--- src/common/scaler_pkg.sv ---
package scaler_pkg;

	// --------------------------------------------------
	// pixel and counter types
	// --------------------------------------------------
	typedef logic [29:0] rgb30_t;
	typedef logic [15:0] rgb565_t;
	typedef logic [23:0] rgb888_t;
	typedef logic [18:0] sram_addr_t;
	typedef logic [15:0] hcount_t;
	typedef logic [11:0] vcount_t;
	// slot within one output pixel pair
	typedef logic [1:0] phase_t;

	// --------------------------------------------------
	// capture geometry
	// --------------------------------------------------
	localparam int buf_w = 8;
	localparam int buf_h = 6;
	// first captured pixel after hsync rises
	localparam int in_h_blank = 3;
	// first captured line after vsync rises
	localparam int in_v_blank = 1;
	// fields per interlace decision
	localparam int detect_fields = 4;

	// --------------------------------------------------
	// output raster
	// --------------------------------------------------
	localparam int out_hfp = 2;
	localparam int out_hsw = 2;
	localparam int out_hbp = 2;
	localparam int out_h_blank = out_hfp + out_hsw + out_hbp;
	// each buffer pixel is shown twice
	localparam int out_h_total = out_h_blank + 2 * buf_w;

	localparam int out_vfp = 1;
	localparam int out_vsw = 1;
	localparam int out_vbp = 1;
	localparam int out_v_blank = out_vfp + out_vsw + out_vbp;
	localparam int out_v_off = 1;
	localparam int out_v_total = out_v_blank + out_v_off + buf_h + 1;

endpackage

--- src/capture/capture_window.sv ---
`timescale 1ns/1ps

module capture_window (
	input  logic                   in_hs,
	input  logic                   reset,
	input  logic                   in_pclk,
	input  logic                   in_hsync,
	input  logic                   in_vsync,
	input  logic                   in_oddeven,
	input  scaler_pkg::rgb30_t     in_data,
	input  logic                   interlaced,
	output logic                   wr_req,
	output scaler_pkg::sram_addr_t wr_addr,
	output scaler_pkg::rgb565_t    wr_data
);

	logic [2:0] pclk_s;
	logic [2:0] hsync_s;
	logic [1:0] vsync_s;
	logic pclk_rise;
	logic hsync_rise;
	scaler_pkg::rgb30_t pix_q;
	logic odd_q;
	scaler_pkg::hcount_t pix_cnt;
	scaler_pkg::vcount_t line_cnt;
	scaler_pkg::hcount_t x;
	scaler_pkg::vcount_t y;
	scaler_pkg::sram_addr_t row;
	logic in_win;

	// --------------------------------------------------
	// input sync and edge detect
	// --------------------------------------------------
	always_ff @(posedge in_hs) begin
		if (reset) begin
			pclk_s <= '0;
			hsync_s <= '0;
			vsync_s <= '0;
			pclk_rise <= 1'b0;
		end else begin
			pclk_s <= {pclk_s[1:0], in_pclk};
			hsync_s <= {hsync_s[1:0], in_hsync};
			vsync_s <= {vsync_s[0], in_vsync};
			pclk_rise <= pclk_s[1] & ~pclk_s[2];
		end
	end

	assign hsync_rise = hsync_s[1] & ~hsync_s[2];

	// grab the pixel while the strobe edge is still in the synchronizer
	always_ff @(posedge in_hs) begin
		if (pclk_s[0] && !pclk_s[1]) begin
			pix_q <= in_data;
			odd_q <= in_oddeven;
		end
	end

	// --------------------------------------------------
	// input counters
	// --------------------------------------------------
	always_ff @(posedge in_hs) begin
		if (reset) begin
			pix_cnt <= '0;
			line_cnt <= '0;
		end else begin
			if (!hsync_s[1])
				pix_cnt <= '0;
			else if (pclk_rise)
				pix_cnt <= pix_cnt + 1'b1;
			if (!vsync_s[1])
				line_cnt <= '0;
			else if (hsync_rise)
				line_cnt <= line_cnt + 1'b1;
		end
	end

	// window test and buffer address
	always_comb begin
		x = pix_cnt - scaler_pkg::hcount_t'(scaler_pkg::in_h_blank);
		y = line_cnt - scaler_pkg::vcount_t'(scaler_pkg::in_v_blank);
		in_win = (pix_cnt >= scaler_pkg::in_h_blank) &&
			(pix_cnt < scaler_pkg::in_h_blank + scaler_pkg::buf_w) &&
			(line_cnt >= scaler_pkg::in_v_blank) &&
			(line_cnt < scaler_pkg::in_v_blank + scaler_pkg::buf_h / 2);
		// interlaced fields land on alternate buffer lines
		if (interlaced)
			row = scaler_pkg::sram_addr_t'({y, odd_q});
		else
			row = scaler_pkg::sram_addr_t'(y);
	end

	always_ff @(posedge in_hs) begin
		if (reset)
			wr_req <= 1'b0;
		else
			wr_req <= pclk_rise && in_win;
	end

	// top bits of each channel into rgb565
	always_ff @(posedge in_hs) begin
		if (pclk_rise && in_win) begin
			wr_addr <= scaler_pkg::sram_addr_t'(x) +
				row * scaler_pkg::sram_addr_t'(scaler_pkg::buf_w);
			wr_data <= {pix_q[29:25], pix_q[19:14], pix_q[9:5]};
		end
	end

	// pixels must be spaced so the pending write drains in sram_port
	assert property (@(posedge in_hs) disable iff (reset)
		pclk_rise |=> !pclk_rise [*4]);

endmodule

--- src/capture/interlace_detect.sv ---
`timescale 1ns/1ps

module interlace_detect (
	input  logic in_hs,
	input  logic reset,
	input  logic in_vsync,
	input  logic in_oddeven,
	output logic interlaced
);

	logic [2:0] vsync_s;
	logic [1:0] odd_s;
	logic vsync_rise;
	logic seen_low;
	logic [$clog2(scaler_pkg::detect_fields)-1:0] field_cnt;

	always_ff @(posedge in_hs) begin
		if (reset) begin
			vsync_s <= '0;
			odd_s <= '0;
		end else begin
			vsync_s <= {vsync_s[1:0], in_vsync};
			odd_s <= {odd_s[0], in_oddeven};
		end
	end

	assign vsync_rise = vsync_s[1] & ~vsync_s[2];

	// a progressive source never drops the field flag
	always_ff @(posedge in_hs) begin
		if (reset) begin
			field_cnt <= '0;
			seen_low <= 1'b0;
			interlaced <= 1'b0;
		end else if (vsync_rise) begin
			if (int'(field_cnt) == scaler_pkg::detect_fields - 1) begin
				interlaced <= seen_low | ~odd_s[1];
				seen_low <= 1'b0;
				field_cnt <= '0;
			end else begin
				seen_low <= seen_low | ~odd_s[1];
				field_cnt <= field_cnt + 1'b1;
			end
		end
	end

endmodule

--- src/design/out_timing.sv ---
`timescale 1ns/1ps

module out_timing (
	input  logic                   in_hs,
	input  logic                   reset,
	input  logic                   interlaced,
	output scaler_pkg::phase_t     phase,
	output scaler_pkg::sram_addr_t rd_addr,
	output logic                   rd_slot,
	output logic                   in_window,
	output logic                   out_pclk,
	output logic                   out_hs,
	output logic                   out_vs
);

	scaler_pkg::hcount_t h_cnt;
	scaler_pkg::vcount_t v_cnt;
	scaler_pkg::sram_addr_t rd_cnt;
	logic twice;
	logic adv;
	logic line_end;
	logic frame_end;

	// --------------------------------------------------
	// raster decode
	// --------------------------------------------------
	// pixel counter moves on phases 0 and 2
	assign adv = (phase == scaler_pkg::phase_t'(0)) || (phase == scaler_pkg::phase_t'(2));
	assign line_end = adv && (h_cnt == scaler_pkg::out_h_total - 1);
	assign frame_end = (v_cnt == scaler_pkg::out_v_total - 1);

	assign in_window = (h_cnt >= scaler_pkg::out_h_blank) &&
		(h_cnt < scaler_pkg::out_h_total) &&
		(v_cnt >= scaler_pkg::out_v_blank + scaler_pkg::out_v_off) &&
		(v_cnt < scaler_pkg::out_v_blank + scaler_pkg::out_v_off + scaler_pkg::buf_h);

	// one read per output pixel pair
	assign rd_slot = (phase == scaler_pkg::phase_t'(3)) && in_window;
	assign rd_addr = rd_cnt;

	// --------------------------------------------------
	// sequencer and counters
	// --------------------------------------------------
	always_ff @(posedge in_hs) begin
		if (reset) begin
			phase <= '0;
			out_pclk <= 1'b0;
			out_hs <= 1'b0;
			out_vs <= 1'b0;
			h_cnt <= '0;
			v_cnt <= '0;
			rd_cnt <= '0;
			twice <= 1'b0;
		end else begin
			phase <= phase + scaler_pkg::phase_t'(1);
			out_pclk <= adv;
			out_hs <= (h_cnt >= scaler_pkg::out_hfp) &&
				(h_cnt < scaler_pkg::out_hfp + scaler_pkg::out_hsw);
			out_vs <= (v_cnt >= scaler_pkg::out_vbp) &&
				(v_cnt < scaler_pkg::out_vbp + scaler_pkg::out_vsw);

			if (rd_slot)
				rd_cnt <= rd_cnt + 1'b1;

			if (line_end) begin
				h_cnt <= '0;
				// progressive: replay each buffer line once
				if (!interlaced) begin
					if (!twice && rd_cnt != '0)
						rd_cnt <= rd_cnt - scaler_pkg::sram_addr_t'(scaler_pkg::buf_w);
					twice <= ~twice;
				end
				if (frame_end) begin
					v_cnt <= '0;
					rd_cnt <= '0;
					twice <= 1'b0;
				end else begin
					v_cnt <= v_cnt + 1'b1;
				end
			end else if (adv) begin
				h_cnt <= h_cnt + 1'b1;
			end
		end
	end

	// read pointer must stay inside the captured buffer
	assert property (@(posedge in_hs) disable iff (reset)
		rd_slot |-> rd_addr < scaler_pkg::buf_w * scaler_pkg::buf_h);

endmodule

--- src/design/sram_port.sv ---
`timescale 1ns/1ps

module sram_port (
	input  logic                   in_hs,
	input  logic                   reset,
	input  scaler_pkg::phase_t     phase,
	input  logic                   wr_req,
	input  scaler_pkg::sram_addr_t wr_addr,
	input  scaler_pkg::rgb565_t    wr_data,
	input  scaler_pkg::sram_addr_t rd_addr,
	input  logic                   rd_slot,
	input  logic                   in_window,
	input  scaler_pkg::rgb565_t    sram_rdata,
	output scaler_pkg::sram_addr_t sram_addr,
	output scaler_pkg::rgb565_t    sram_wdata,
	output logic                   sram_we_n,
	output logic                   sram_oe_n,
	output scaler_pkg::rgb888_t    out_data
);

	logic pend;
	logic slot1;
	logic issue;

	// write slot sits between the read capture and the next read address
	assign slot1 = (phase == scaler_pkg::phase_t'(1));
	assign issue = slot1 && (pend || wr_req);

	// --------------------------------------------------
	// strobes and output pixel
	// --------------------------------------------------
	always_ff @(posedge in_hs) begin
		if (reset) begin
			pend <= 1'b0;
			sram_we_n <= 1'b1;
			sram_oe_n <= 1'b0;
			out_data <= '0;
		end else begin
			sram_we_n <= ~issue;
			sram_oe_n <= issue;
			if (issue)
				pend <= 1'b0;
			else if (wr_req)
				pend <= 1'b1;
			// rgb565 back to rgb888 and black outside the window
			if (slot1) begin
				if (in_window)
					out_data <= {sram_rdata[15:11], 3'b000, sram_rdata[10:5], 2'b00,
						sram_rdata[4:0], 3'b000};
				else
					out_data <= '0;
			end
		end
	end

	// address and write data
	always_ff @(posedge in_hs) begin
		if (issue) begin
			sram_addr <= wr_addr;
			sram_wdata <= wr_data;
		end else if (rd_slot) begin
			sram_addr <= rd_addr;
		end
	end

	// a new request must not land on one still waiting for its slot
	assert property (@(posedge in_hs) disable iff (reset) wr_req |-> !pend);

endmodule

--- src/design/video_scaler_top.sv ---
`timescale 1ns/1ps

module video_scaler_top (
	input  logic                   in_hs,
	input  logic                   reset,
	input  logic                   in_pclk,
	input  logic                   in_hsync,
	input  logic                   in_vsync,
	input  logic                   in_oddeven,
	input  scaler_pkg::rgb30_t     in_data,
	output logic                   out_pclk,
	output logic                   out_hs,
	output logic                   out_vs,
	output scaler_pkg::rgb888_t    out_data,
	output scaler_pkg::sram_addr_t sram_addr,
	output scaler_pkg::rgb565_t    sram_wdata,
	output logic                   sram_we_n,
	output logic                   sram_oe_n,
	input  scaler_pkg::rgb565_t    sram_rdata
);

	logic interlaced;
	logic wr_req;
	scaler_pkg::sram_addr_t wr_addr;
	scaler_pkg::rgb565_t wr_data;
	scaler_pkg::phase_t phase;
	scaler_pkg::sram_addr_t rd_addr;
	logic rd_slot;
	logic in_window;

	// --------------------------------------------------
	// capture side
	// --------------------------------------------------
	capture_window u_capture_window (
		.in_hs      (in_hs),
		.reset      (reset),
		.in_pclk    (in_pclk),
		.in_hsync   (in_hsync),
		.in_vsync   (in_vsync),
		.in_oddeven (in_oddeven),
		.in_data    (in_data),
		.interlaced (interlaced),
		.wr_req     (wr_req),
		.wr_addr    (wr_addr),
		.wr_data    (wr_data)
	);

	interlace_detect u_interlace_detect (
		.in_hs      (in_hs),
		.reset      (reset),
		.in_vsync   (in_vsync),
		.in_oddeven (in_oddeven),
		.interlaced (interlaced)
	);

	// --------------------------------------------------
	// output side
	// --------------------------------------------------
	out_timing u_out_timing (
		.in_hs      (in_hs),
		.reset      (reset),
		.interlaced (interlaced),
		.phase      (phase),
		.rd_addr    (rd_addr),
		.rd_slot    (rd_slot),
		.in_window  (in_window),
		.out_pclk   (out_pclk),
		.out_hs     (out_hs),
		.out_vs     (out_vs)
	);

	sram_port u_sram_port (
		.in_hs      (in_hs),
		.reset      (reset),
		.phase      (phase),
		.wr_req     (wr_req),
		.wr_addr    (wr_addr),
		.wr_data    (wr_data),
		.rd_addr    (rd_addr),
		.rd_slot    (rd_slot),
		.in_window  (in_window),
		.sram_rdata (sram_rdata),
		.sram_addr  (sram_addr),
		.sram_wdata (sram_wdata),
		.sram_we_n  (sram_we_n),
		.sram_oe_n  (sram_oe_n),
		.out_data   (out_data)
	);

endmodule

--- config.mk ---
export PLATFORM = sky130hd
export DESIGN_NAME = video_scaler_top
export DESIGN_NICKNAME = d
export VERILOG_FILES = /design/src/common/scaler_pkg.sv /design/src/capture/capture_window.sv /design/src/capture/interlace_detect.sv /design/src/design/out_timing.sv /design/src/design/sram_port.sv /design/src/design/video_scaler_top.sv
export SDC_FILE = /design/constraint.sdc
export NUM_CORES = 1
export LEC_CHECK = 0
export BUFFER_PORTS_ARGS = -buffer_cell sky130_fd_sc_hd__buf_2
export CORE_MARGIN = 4
export CORE_UTILIZATION = 33
export DETAILED_ROUTE_END_ITERATION = 16
export RECOVER_POWER = 100
export SLEW_MARGIN = 20
export SYNTH_ARGS = -nofsm -noshare
export SYNTH_HDL_FRONTEND = slang
export SYNTH_HIERARCHICAL = 1
export SYNTH_SLANG_ARGS = --single-unit
--- constraint.sdc ---
create_clock -name in_hs -period 4.4 [get_ports in_hs]
set_clock_uncertainty 0.2 [all_clocks]
set_input_delay 0.88 -clock in_hs [delete_from_list [all_inputs] [get_ports in_hs]]
set_output_delay 0.88 -clock in_hs [all_outputs]
set_load 0.02 [all_outputs]
==> metrics.txt, run 1 <==
Sink Count 204; Global Route Usage Sum between 10 and 15%; Max-slew headroom -32.1%; Synth Register Bits 204; Peak Freq 0.265 GHz; max cap viols 2; ys flop type dfxtp_1; chip width roughly 180 um; min Tclk post-route 3.77 ns; fin nets 1,148; DRC 0; Reg2Reg Setup Slack between 0.6 and 0.7 ns; FP Rows 63; top post-synthesis cells by area edfxtp_1 (26%), dfxtp_1 (24%), xor2_1 (4.0%); CP max FO 24; # setup viols final 0; CP Capture Type flop; PD cells 372 nW/um^2; Post-synth EDFFs 85; top cells by count, synth dfxtp_1 (119), nor2_1 (104), edfxtp_1 (85), nand2_1 (82), a21oi_1 (57); cell taking the most area after synthesis edfxtp_1; synthesized area per cell approximately 10 um^2; CP startpoint kind flop; hold crit path type reg2reg; final design utilization 37.9%; total CTS buffers 24; Yosys Warn Count 6; hold depth 1; # hold bufs at CTS 0; Via density roughly 5; Post-CTS Resized 0; Post-CTS Setup Bufs 0; Post-Syn Instances between 900 and 1k; Fin Setup TNS 0 ns; GRT Residual Overflow 0; R2R depth 7; Max H-tree Level 1; slowest CP cell nor4_1; clock buffer depth 3; IO Count between 100 and 150; status finished, violations left; period utilization 85.6%; setup ws final 0.632 ns; min-delay src u_capture_window/pclk_s[2]; initial core utilization 33.5%; Initial DRC Count 401; Req. time, crit path around 4.4 ns; CP bufs+invs 2; slowest cell delay on critical path about 0.65 ns; Worst-path clk slew 0.06 ns; Die Y about 180 um; dpl ws 0.929 ns; Crit. Startpoint u_out_timing/v_cnt[7]; DR WL/cell 14.3 um; RePlAce Congestion ~0.86; vias in the first global route ~7k; Synth cell types 89; CTS Root Cell clkbuf_16; dpl hpwl between 10,000 and 15,000 um; LEAKAGE 0.00409 uW; RR Startpoint u_out_timing/v_cnt[7]; worst-path cell chain nor4_1 > o211ai_1 > or3_1 > clkinvlp_2 > nand2_1 > inv_1 > or2_2; FFs w/ async S/R, synth 0%; first-pass GRT wire length 34,200 um; Yosys top cell area share 25.5%; RR Endpoint u_sram_port/sram_addr[11]; final hold violation count 0; critical path's top delay family simple AND/OR/NAND/NOR gates; share of layout cells above drive strength 1 under 10%; sequential area share after synthesis 49.4%; 1st-pass router iterations 4; clock latency on the worst-skew pair between 0.5 and 0.6 ns; CP arrival 3.72 ns; initial antenna violation count 1; antenna-violating nets left 0; Setup Crit Path Kind reg2reg; CTS tree yes; area of the mapped netlist 9990 um^2; Max Slew Vio Count 72; die area about 33,000 um^2; number of port buffers 93; largest net degree at the start of global routing 53; core area 29,800 um^2; unrepaired setup endpoints after global routing false; actual slew at the worst max-slew pin 1.98 ns; failing checks max-capacitance violations, max-slew violations; total wire length 21,100 um; hold endpoint u_capture_window/pclk_rise; via count 7,214; most frequent cell after synthesis dfxtp_1; Area Growth Syn to Fin 13.1%; maximum vdd drop 0.223 mV
==> cells in the final DEF, fill, tap and decap left out, drive strengths merged, types with 16 or more instances in the layout <==
cell type    n
and3        22
xor2        46
nand3       40
nor2       106
nand2       82
nor3        28
dfxtp      119
or3         20
inv         31
a21oi       57
nand4       16
xnor2       26
edfxtp      85
mux2        19
nor2b       20
ha          32
clkbuf      94
o21ai       45
buf         37
==> where the power goes <==
part	switching, uW	internal [uW]
combinational	96.2	56.3
clock	777	1270
sequential	19.1	1990
==> layout make-up <==
class | instances | area [um^2]
Timing Repair Buffer | 97 | 415
Antenna cell | 1 | 2.50
Clock inverter | 9 | 150
Tap cell | 390 | 488
Inverter | 33 | 125
Clock buffer | 34 | 689
Multi-Input combinational cell | 703 | 4500
Sequential cell | 204 | 4930
Fill cell | 3023 | 18500
==> worst reg2reg max path: cells and delay by family, from the launching register on <==
family | cells | cell delay (ns)
AND/OR/NAND/NOR | 4 | 1.82
flip-flops | 1 | 0.35
AO/OA/AOI/OAI | 1 | 0.21
buffers and inverters | 2 | 0.82
==> flip-flops by register name, summed over array words and instances (netlist names), 2 cells and up <==
register                      flops
u_interlace_detect/vsync_s        3
u_capture_window/pix_q           16
u_capture_window/wr_addr         17
u_sram_port/sram_addr            19
u_interlace_detect/odd_s          2
u_out_timing/v_cnt               12
u_capture_window/wr_data         16
u_sram_port/sram_wdata           16
u_capture_window/pclk_s           3
u_capture_window/pix_cnt         16
u_out_timing/phase                2
u_interlace_detect/field_cnt      2
u_capture_window/line_cnt        12
u_capture_window/hsync_s          3
u_out_timing/h_cnt               16
u_sram_port/out_data             16
u_capture_window/vsync_s          2
u_out_timing/rd_addr             19
==> per-layer routing <==
metal	vias to the layer above	track usage [%]	share of wire, %
met4	0	3.93	2.4
met2	124	20.9	48
met3	42	2.12	4.0
met1	3390	15.5	45
met5	-	0	0
li1	3658	-	-
==> cells by family after synthesis <==
family / count (synthesis) / synth area share (%)
DFF: 204 / 49.4
AOI/OAI and AO/OA: 168 / 10.7
and+or+nand+nor: 396 / 21.5
adders and majority gates: 33 / 4.21
xor gates and xnor gates: 72 / 6.31
muxes: 24 / 3.32
buffers and inverters: 88 / 4.57
other: 2 / 0.0751
==> through the flow <==
step,area (um^2),power [uW],std cells,hold WS (ns)
after floorplan,10000,2170,995,0.167
after detailed placement,10700,2210,1427,0.174
final,11300,4210,1471,0.186
after CTS,11500,4290,1470,0.185
after global routing,11300,4390,1470,0.210
after global placement,10700,2200,1427,0.172
==> how the worst max path moves through the flow <==
stage | endpoint | depth (start not counted)
3_3_place_gp | u_capture_window/wr_addr[15] | 12
5_1_grt | u_capture_window/wr_addr[15] | 12
4_1_cts | u_capture_window/wr_addr[15] | 13
2_1_floorplan | u_capture_window/wr_addr[0] | 5
3_5_place_dp | u_capture_window/wr_addr[15] | 13
6_report | u_sram_port/sram_addr[11] | 7
No activity file was read; power rests on OpenSTA's default activity.
==> run 2, diff against run 1 <==
--- a/config.mk
+++ b/config.mk
@@ -9,9 +9,9 @@
 export CORE_MARGIN = 4
 export CORE_UTILIZATION = 33
 export DETAILED_ROUTE_END_ITERATION = 16
+export PLACE_DENSITY = 0.56
 export RECOVER_POWER = 100
 export SLEW_MARGIN = 20
 export SYNTH_ARGS = -nofsm -noshare
 export SYNTH_HDL_FRONTEND = slang
-export SYNTH_HIERARCHICAL = 1
 export SYNTH_SLANG_ARGS = --single-unit
==> run 2 against run 1 <==
Against the previous run: the flow now finishes without violations; sequential cell count down 2; area after synthesis decreased by 2.3%; worst hold slack lost 0.0072 ns; register-to-register slack worse by 0.14 ns; worst setup slack lost 0.14 ns; design area decreased by 1.2%; global-route usage is 1.1 points higher; clock power fell by 8%; synthesized cell count fell by 2.7%; critical path depth grew 7; largest cell class unchanged; highest routed layer unchanged.
==> metrics.txt, run 2 <==
Initial DRC Count 428 (was 401); Fin Setup TNS 0 ns (unchanged); min Tclk post-route 3.91 ns (was 3.77 ns); status finished clean (was finished, violations left); Area Growth Syn to Fin 14.4% (was 13.1%); largest net degree at the start of global routing 35 (was 53); DRC 0 (unchanged); final design utilization 38.6% (was 37.9%); Max Slew Vio Count 0 (was 72); largest family of logic cells by synthesized area simple AND/OR/NAND/NOR gates (unchanged); post-synthesis compound-gate area fraction 11.0% (was 10.7%); Die Y 180 um (was 182 um); 1st-pass router iterations 5 (was 4); Worst-path clk slew 0.06 ns (about the same); Max-slew headroom 20.9% (was -32.1%); Post-synth EDFFs 85 (unchanged); dpl hpwl 15,900 um (was 14,600 um); hold crit path type reg2reg (unchanged); total wire length 22,300 um (was 21,100 um); FP Rows 62 (was 63); Max H-tree Level 1 (unchanged); xor/xnor share of the synthesized area 7.44% (was 6.31%); vias in the first global route 6,923 (was 6,828); CTS Root Cell clkbuf_16 (unchanged); final hold violation count 0 (unchanged); # hold bufs at CTS 0 (unchanged); unrepaired setup endpoints after global routing false (unchanged); Clk network pwr share 47.3% (was 48.7%); via count 7,260 (was 7,214); most used cell, CP o21ai_0; Post-CTS Setup Bufs 0 (unchanged); Post-Syn Instances 960 (was 987); clock latency on the worst-skew pair 0.51 ns (was 0.52 ns); most frequent cell after synthesis dfxtp_1 (unchanged); slowest cell delay on critical path 0.52 ns (was 0.65 ns); maximum vdd drop 0.281 mV (was 0.223 mV); die area 32,400 um^2 (was 33,100 um^2); Filler cells 2,905 (was 3,023); area of the mapped netlist 9760 um^2 (was 9990 um^2); fin nets 1,122 (was 1,148); core area 28,900 um^2 (was 29,800 um^2); multi-input logic area 4520 um^2 (was 4500 um^2); slowest CP cell or3b_2 (was nor4_1); Power Internal 3140 uW (was 3320 uW); mux cell area share after synthesis 2.81% (was 3.32%); CTS tree yes (unchanged); chip width 180 um (was 182 um); LEAKAGE 0.00410 uW (was 0.00409 uW); # setup viols final 0 (unchanged); Via density 5.04 (was 4.90); CP startpoint kind flop (unchanged); IO Count 116 (unchanged); sequential area share after synthesis 50.1% (was 49.4%); Synth Register Bits 202 (was 204); period utilization 88.8% (was 85.6%); Setup Crit Path Kind reg2reg (unchanged); ys flop type dfxtp_1 (unchanged); actual slew at the worst max-slew pin 1.19 ns (was 1.98 ns); clock buffer depth 3 (unchanged); RePlAce Congestion 0.852 (was 0.855); Yosys top cell area share 26.1% (was 25.5%); Req. time, crit path 4.44 ns (was 4.35 ns); synthesized area per cell 10.2 um^2 (was 10.1 um^2); antenna-violating nets left 0 (unchanged); Synth Area in Simple Gates 20.8% (was 21.5%); # diodes 0 (was 1); initial antenna violation count 0 (was 1); first-pass GRT wire length 36,500 um (was 34,200 um); number of port buffers 93 (unchanged); logic gate share of total power 3.0% (was 3.6%); cell taking the most area after synthesis edfxtp_1 (unchanged); DR WL/cell 15.5 um (was 14.3 um); total CTS buffers 24 (unchanged); Post-CTS Resized 0 (unchanged); worst-path cell chain inv_1 > ha_1 > or3b_2 > nor3_1 > nand2_1 > o21ai_0 > o21ai_0 > nand2_1 > ha_1 > and3_1 > a21oi_1 > o21ai_0 > o41ai_1 > o21ai_0 (was nor4_1 > o211ai_1 > or3_1 > clkinvlp_2 > nand2_1 > inv_1 > or2_2); most common cell after layout, fill and taps aside dfxtp_1 (unchanged); Global Route Usage Sum 13.3% (was 12.2%); Yosys Warn Count 0 (was 6); top post-synthesis cells by area edfxtp_1 (26%), dfxtp_1 (24%), xor2_1 (4.5%) (was edfxtp_1 (26%), dfxtp_1 (24%), xor2_1 (4.0%)); GRT Residual Overflow 0 (unchanged); max cap viols 0 (was 2); Sink Count 202 (was 204); top cells by count, synth dfxtp_1 (117), nor2_1 (97), edfxtp_1 (85), nand2_1 (61), xor2_1 (50) (was dfxtp_1 (119), nor2_1 (104), edfxtp_1 (85), nand2_1 (82), a21oi_1 (57)); Synth cell types 80 (was 89); Peak Freq 0.256 GHz (was 0.265 GHz); post-synthesis adder-cell area fraction 4.18% (was 4.21%); Seq. cell area 4890 um^2 (was 4930 um^2); CP max FO 10 (was 24); CP Capture Type flop (unchanged); FFs w/ async S/R, synth 0% (unchanged); PD cells 357 nW/um^2 (was 372 nW/um^2); most frequent cells in the layout dfxtp_1 (117), nor2_1 (99), edfxtp_1 (85) (was dfxtp_1 (119), nor2_1 (104), edfxtp_1 (85)); Flop pwr share 49.6% (was 47.6%); Switch Pwr 850 uW (was 893 uW); Sw Share 21.3% (was 21.2%); share of layout cells above drive strength 1 10.2% (was 9.72%); CP arrival 3.95 ns (was 3.72 ns); initial core utilization 33.7% (was 33.5%)
[run 2: area by class of cell]
cell class / instances / share of cell area [%]
inverter: 27 / 0.908
clock inverter: 10 / 0.986
multi-input combinational: 683 / 40.5
timing repair buffer: 100 / 3.80
tap: 384 / 4.30
sequential: 202 / 43.8
clock buffer: 34 / 5.71
[run 2: layer usage]
| metal | GRT usage, % | part of all wire (%) |
|---|---|---|
| met3 | 2.32 | 4.9 |
| met2 | 21.8 | 46 |
| met5 | 0 | 0 |
| met1 | 18.1 | 47 |
| met4 | 3.66 | 2.6 |
[run 2: final timing paths]
path                                 from                           end  slack [ns]  cells after the start
max          u_capture_window.line_cnt[0]  u_capture_window.wr_addr[16]        0.49                     14
min            u_capture_window.pclk_s[2]    u_capture_window.pclk_rise        0.18                      1
max reg2reg  u_capture_window.line_cnt[0]  u_capture_window.wr_addr[16]        0.49                     14
min reg2reg    u_capture_window.pclk_s[2]    u_capture_window.pclk_rise        0.18                      1
[run 2: worst max-delay path: cells and delay by family, from the launching register on]
family	cells	cell delay, ns
compound gates	6	1.16
fa+ha+maj	2	0.50
buf+inv	1	0.11
flops	1	0.40
simple gates	5	1.28
[run 2: cells by family (layout without fill, tap and decap cells)]
group	count (synthesis)	count (layout)
xor+xnor	83	83
mux	25	25
simple gates	381	381
compound gates	154	154
other cells	1	8
flops	202	202
fa+ha+maj	32	32
buf+inv	82	171
[run 2: power by group through the flow]
stage | Sequential (uW) | Clock, uW | Combinational, uW
after floorplan | 2020 | 0 | 85.7
after global placement | 2020 | 0 | 123
after detailed placement | 2020 | 0 | 124
after CTS | 1980 | 1960 | 125
after global routing | 1980 | 2040 | 136
final | 1980 | 1890 | 121
[run 2: through the flow]
step / cells / setup slack (ns) / area, um^2 / hold slack, ns / power, uW
2_1_floorplan: 967 / 0.441 / 9800 / 0.167 / 2100
3_3_place_gp: 1396 / 0.549 / 10600 / 0.172 / 2140
3_5_place_dp: 1396 / 0.503 / 10600 / 0.174 / 2140
4_1_cts: 1440 / 0.482 / 11300 / 0.182 / 4060
5_1_grt: 1440 / 0.0684 / 11200 / 0.209 / 4160
6_report: 1440 / 0.493 / 11200 / 0.179 / 3990
==> run 3, diff against run 2 <==
--- a/config.mk
+++ b/config.mk
@@ -5,10 +5,12 @@
 export SDC_FILE = /design/constraint.sdc
 export NUM_CORES = 1
 export LEC_CHECK = 0
+export ABC_AREA = 1
 export BUFFER_PORTS_ARGS = -buffer_cell sky130_fd_sc_hd__buf_2
 export CORE_MARGIN = 4
 export CORE_UTILIZATION = 33
 export DETAILED_ROUTE_END_ITERATION = 16
+export GPL_TIMING_DRIVEN = 0
 export PLACE_DENSITY = 0.56
 export RECOVER_POWER = 100
 export SLEW_MARGIN = 20
==> run 3 against run 2 <==
Against the previous run: area after synthesis rose by 6.5%; sequential cell count unchanged; core utilization increased by 0.19 points; largest cell class unchanged; count of clock-buffer cells in the layout fell by 3; register-to-register slack gained 0.25 ns; largest power group unchanged; highest routed layer unchanged; design area rose by 7.1%; non-clock buffer count rose by 36.
==> metrics.txt, run 3 <==
Fin Setup TNS 0 ns (unchanged); cell taking the most area after synthesis edfxtp_1 (unchanged); Max-slew headroom 1.71% (was 20.9%); Req. time, crit path 4.31 ns (was 4.44 ns); Global Route Usage Sum 14.5% (was 13.3%); GR Util met1 19.7% (was 18.1%); Yosys Warn Count 0 (unchanged); Synth Register Bits 202 (unchanged); Worst-path clk slew 0.05 ns (was 0.06 ns); Initial DRC Count 545 (was 428); worst-path cell chain inv_1 > nor4_1 > o2111ai_1 > nor2_1 > nand2_1 > nor2_1 > clkbuf_1 (was inv_1 > ha_1 > or3b_2 > nor3_1 > nand2_1 > o21ai_0 > o21ai_0 > nand2_1 > ha_1 > and3_1 > a21oi_1 > o21ai_0 > o41ai_1 > o21ai_0); RePlAce Congestion 0.910 (was 0.852); Final Power 4050 uW (was 3990 uW); FP Rows 64 (was 62); most used cell, CP nor2_1 (was o21ai_0); maximum vdd drop 0.293 mV (was 0.281 mV); Peak Freq 0.273 GHz (was 0.256 GHz); PD cells 339 nW/um^2 (was 357 nW/um^2); chip width 185 um (was 180 um); total wire length 25,300 um (was 22,300 um); LEAKAGE 0.00461 uW (was 0.00410 uW); Power Internal 3180 uW (was 3140 uW); most frequent cell after synthesis nand2_1 (was dfxtp_1); # setup viols final 0 (unchanged); Post-CTS Resized 0 (unchanged); synthesized area per cell 8.49 um^2 (was 10.2 um^2); CTS Root Cell clkbuf_16 (unchanged); Non-Filler Instances 1,767 (was 1,440); sequential area share after synthesis 47.1% (was 50.1%); 1st-pass router iterations 5 (unchanged); # hold bufs at CTS 0 (unchanged); Clk network pwr share 48.0% (was 47.3%); ys flop type dfxtp_1 (unchanged); clock latency on the worst-skew pair 0.51 ns (about the same); vias in the first global route 7,909 (was 6,923); antenna-violating nets left 0 (unchanged); Via density 4.72 (was 5.04); Area Growth Syn to Fin 15.0% (was 14.4%); total CTS buffers 24 (unchanged); logic gate share of total power 3.3% (was 3.0%); slowest cell delay on critical path 1.13 ns (was 0.52 ns); IO Count 116 (unchanged); GRT Residual Overflow 0 (unchanged); clock buffer depth 3 (unchanged); Reg2Reg Setup Slack 0.74 ns (was 0.49 ns); # diodes 0 (unchanged); Post-CTS Setup Bufs 0 (unchanged); CP startpoint kind flop (unchanged); min Tclk post-route 3.66 ns (was 3.91 ns); die area 34,400 um^2 (was 32,400 um^2); area of the mapped netlist 10,400 um^2 (was 9760 um^2); CTS tree yes (unchanged); Sink Count 202 (unchanged); share of layout cells above drive strength 1 10.6% (was 10.2%); most common cell after layout, fill and taps aside nand2_1 (was dfxtp_1); top cells by count, synth nand2_1 (225), inv_1 (128), nor2_1 (127), dfxtp_1 (117), nand3_1 (90) (was dfxtp_1 (117), nor2_1 (97), edfxtp_1 (85), nand2_1 (61), xor2_1 (50)); Filler cells 3,180 (was 2,905); Sw Share 21.6% (was 21.3%); Die Y 185 um (was 180 um); initial core utilization 33.7% (about the same); Switch Pwr 877 uW (was 850 uW); CP max FO 27 (was 10); largest net degree at the start of global routing 28 (was 35); first-pass GRT wire length 40,700 um (was 36,500 um); CP Capture Type flop (unchanged); CP arrival 3.57 ns (was 3.95 ns); actual slew at the worst max-slew pin 1.47 ns (was 1.19 ns); DR WL/cell 14.3 um (was 15.5 um); Yosys top cell area share 24.6% (was 26.1%); hold crit path type reg2reg (unchanged); critical path's top delay family buffers and inverters (was simple AND/OR/NAND/NOR gates); slowest CP cell clkbuf_1 (was or3b_2); GR Util met3 1.88% (was 2.32%); Synth cell types 53 (was 80); unrepaired setup endpoints after global routing false (unchanged); core area 30,800 um^2 (was 28,900 um^2); CP bufs+invs 2 (was 1); placed cell count 1,723 (was 1,396); Setup Crit Path Kind reg2reg (unchanged); GRT Max-Usage Layer met2 (unchanged); Post-Syn Instances 1,225 (was 960); max cap viols 0 (unchanged); top post-synthesis cells by area edfxtp_1 (25%), dfxtp_1 (23%), nand2_1 (8.1%) (was edfxtp_1 (26%), dfxtp_1 (24%), xor2_1 (4.5%)); Global Route met2 Usage 24.1% (was 21.8%); Flop pwr share 48.7% (was 49.6%); final hold violation count 0 (unchanged); Max H-tree Level 1 (unchanged); period utilization 83.2% (was 88.8%); dpl hpwl 19,100 um (was 15,900 um); Max Slew Vio Count 0 (unchanged); status finished clean (unchanged); Hold WS 0.192 ns (was 0.179 ns); DRC 0 (unchanged); FFs w/ async S/R, synth 0% (unchanged); number of port buffers 93 (unchanged); Post-synth EDFFs 85 (unchanged); initial antenna violation count 0 (unchanged); most frequent cells in the layout nand2_1 (226), nor2_1 (133), inv_1 (132) (was dfxtp_1 (117), nor2_1 (99), edfxtp_1 (85)); via count 8,347 (was 7,260); fin nets 1,437 (was 1,122)
## run 3: cell types whose count changed after synthesis, sizes merged, moves of 27 or more
cell / previous run / this run
nor2: 99 / 142
nand2: 61 / 235
a21oi: 23 / 87
clkbuf: 39 / 12
nand3: 42 / 110
inv: 27 / 139
## run 3: path summary, 6_finish.rpt
kind	cells after the start	endpoint	from
hold / removal	1	u_capture_window.pclk_rise	u_capture_window.pclk_s[2]
setup / recovery	7	u_capture_window.wr_data[2]	u_capture_window.pclk_rise
hold reg to reg	1	u_capture_window.pclk_rise	u_capture_window.pclk_s[2]
setup reg to reg	7	u_capture_window.wr_data[2]	u_capture_window.pclk_rise
## run 3: power groups by stage
stage	Combinational (uW)	Clock, uW	Sequential (uW)
global placement	140	0	2010
global route	151	2090	1970
floorplan	89.6	0	2010
detailed placement	144	0	2010
finish	134	1950	1970
CTS	144	2010	1970
## run 3: cell families (layout without fill, tap and decap cells)
family	count (synthesis)	after routing	synth area share, %
compound gates	172	172	9.47
buf+inv	183	322	7.87
flops	202	202	47.1
mux	3	3	0.289
other cells	1	8	0.0361
fa+ha+maj	32	32	3.92
xor+xnor	66	66	5.56
simple gates	566	566	25.8
## run 3: cell type report
cell class | count | area, um^2 | share of cell area [%]
multi-input combinational | 847 | 4600 | 38.5
tap | 396 | 495 | 4.14
timing repair buffer | 95 | 399 | 3.34
clock inverter | 13 | 100 | 0.837
sequential | 202 | 4890 | 40.9
clock buffer | 31 | 689 | 5.77
inverter | 142 | 533 | 4.46
buffer | 41 | 246 | 2.06
## run 3: layer usage
metal / up-vias / share of wire (%)
li1: 4311 / -
met1: 3790 / 46
met2: 202 / 46
met3: 44 / 4.6
met4: 0 / 2.6
met5: - / 0
## run 3: worst reg2reg max path: cells and delay by family (launching register included)
kind	cells	cell delay, ns
buffers and inverters	2	1.35
AND/OR/NAND/NOR	4	1.05
flip-flops	1	0.49
AO/OA/AOI/OAI	1	0.18
## run 3: through the flow
| step | setup slack [ns] | area [um^2] | utilization [%] |
|---|---|---|---|
| floorplan | 1.26 | 10400 | - |
| finish | 0.739 | 12000 | 38.8 |
| detailed placement | 1.15 | 11400 | 37.1 |
| global route | 0.437 | 12000 | 38.8 |
| global placement | 0.263 | 11400 | 36.9 |
| CTS | 1.15 | 12200 | 39.6 |
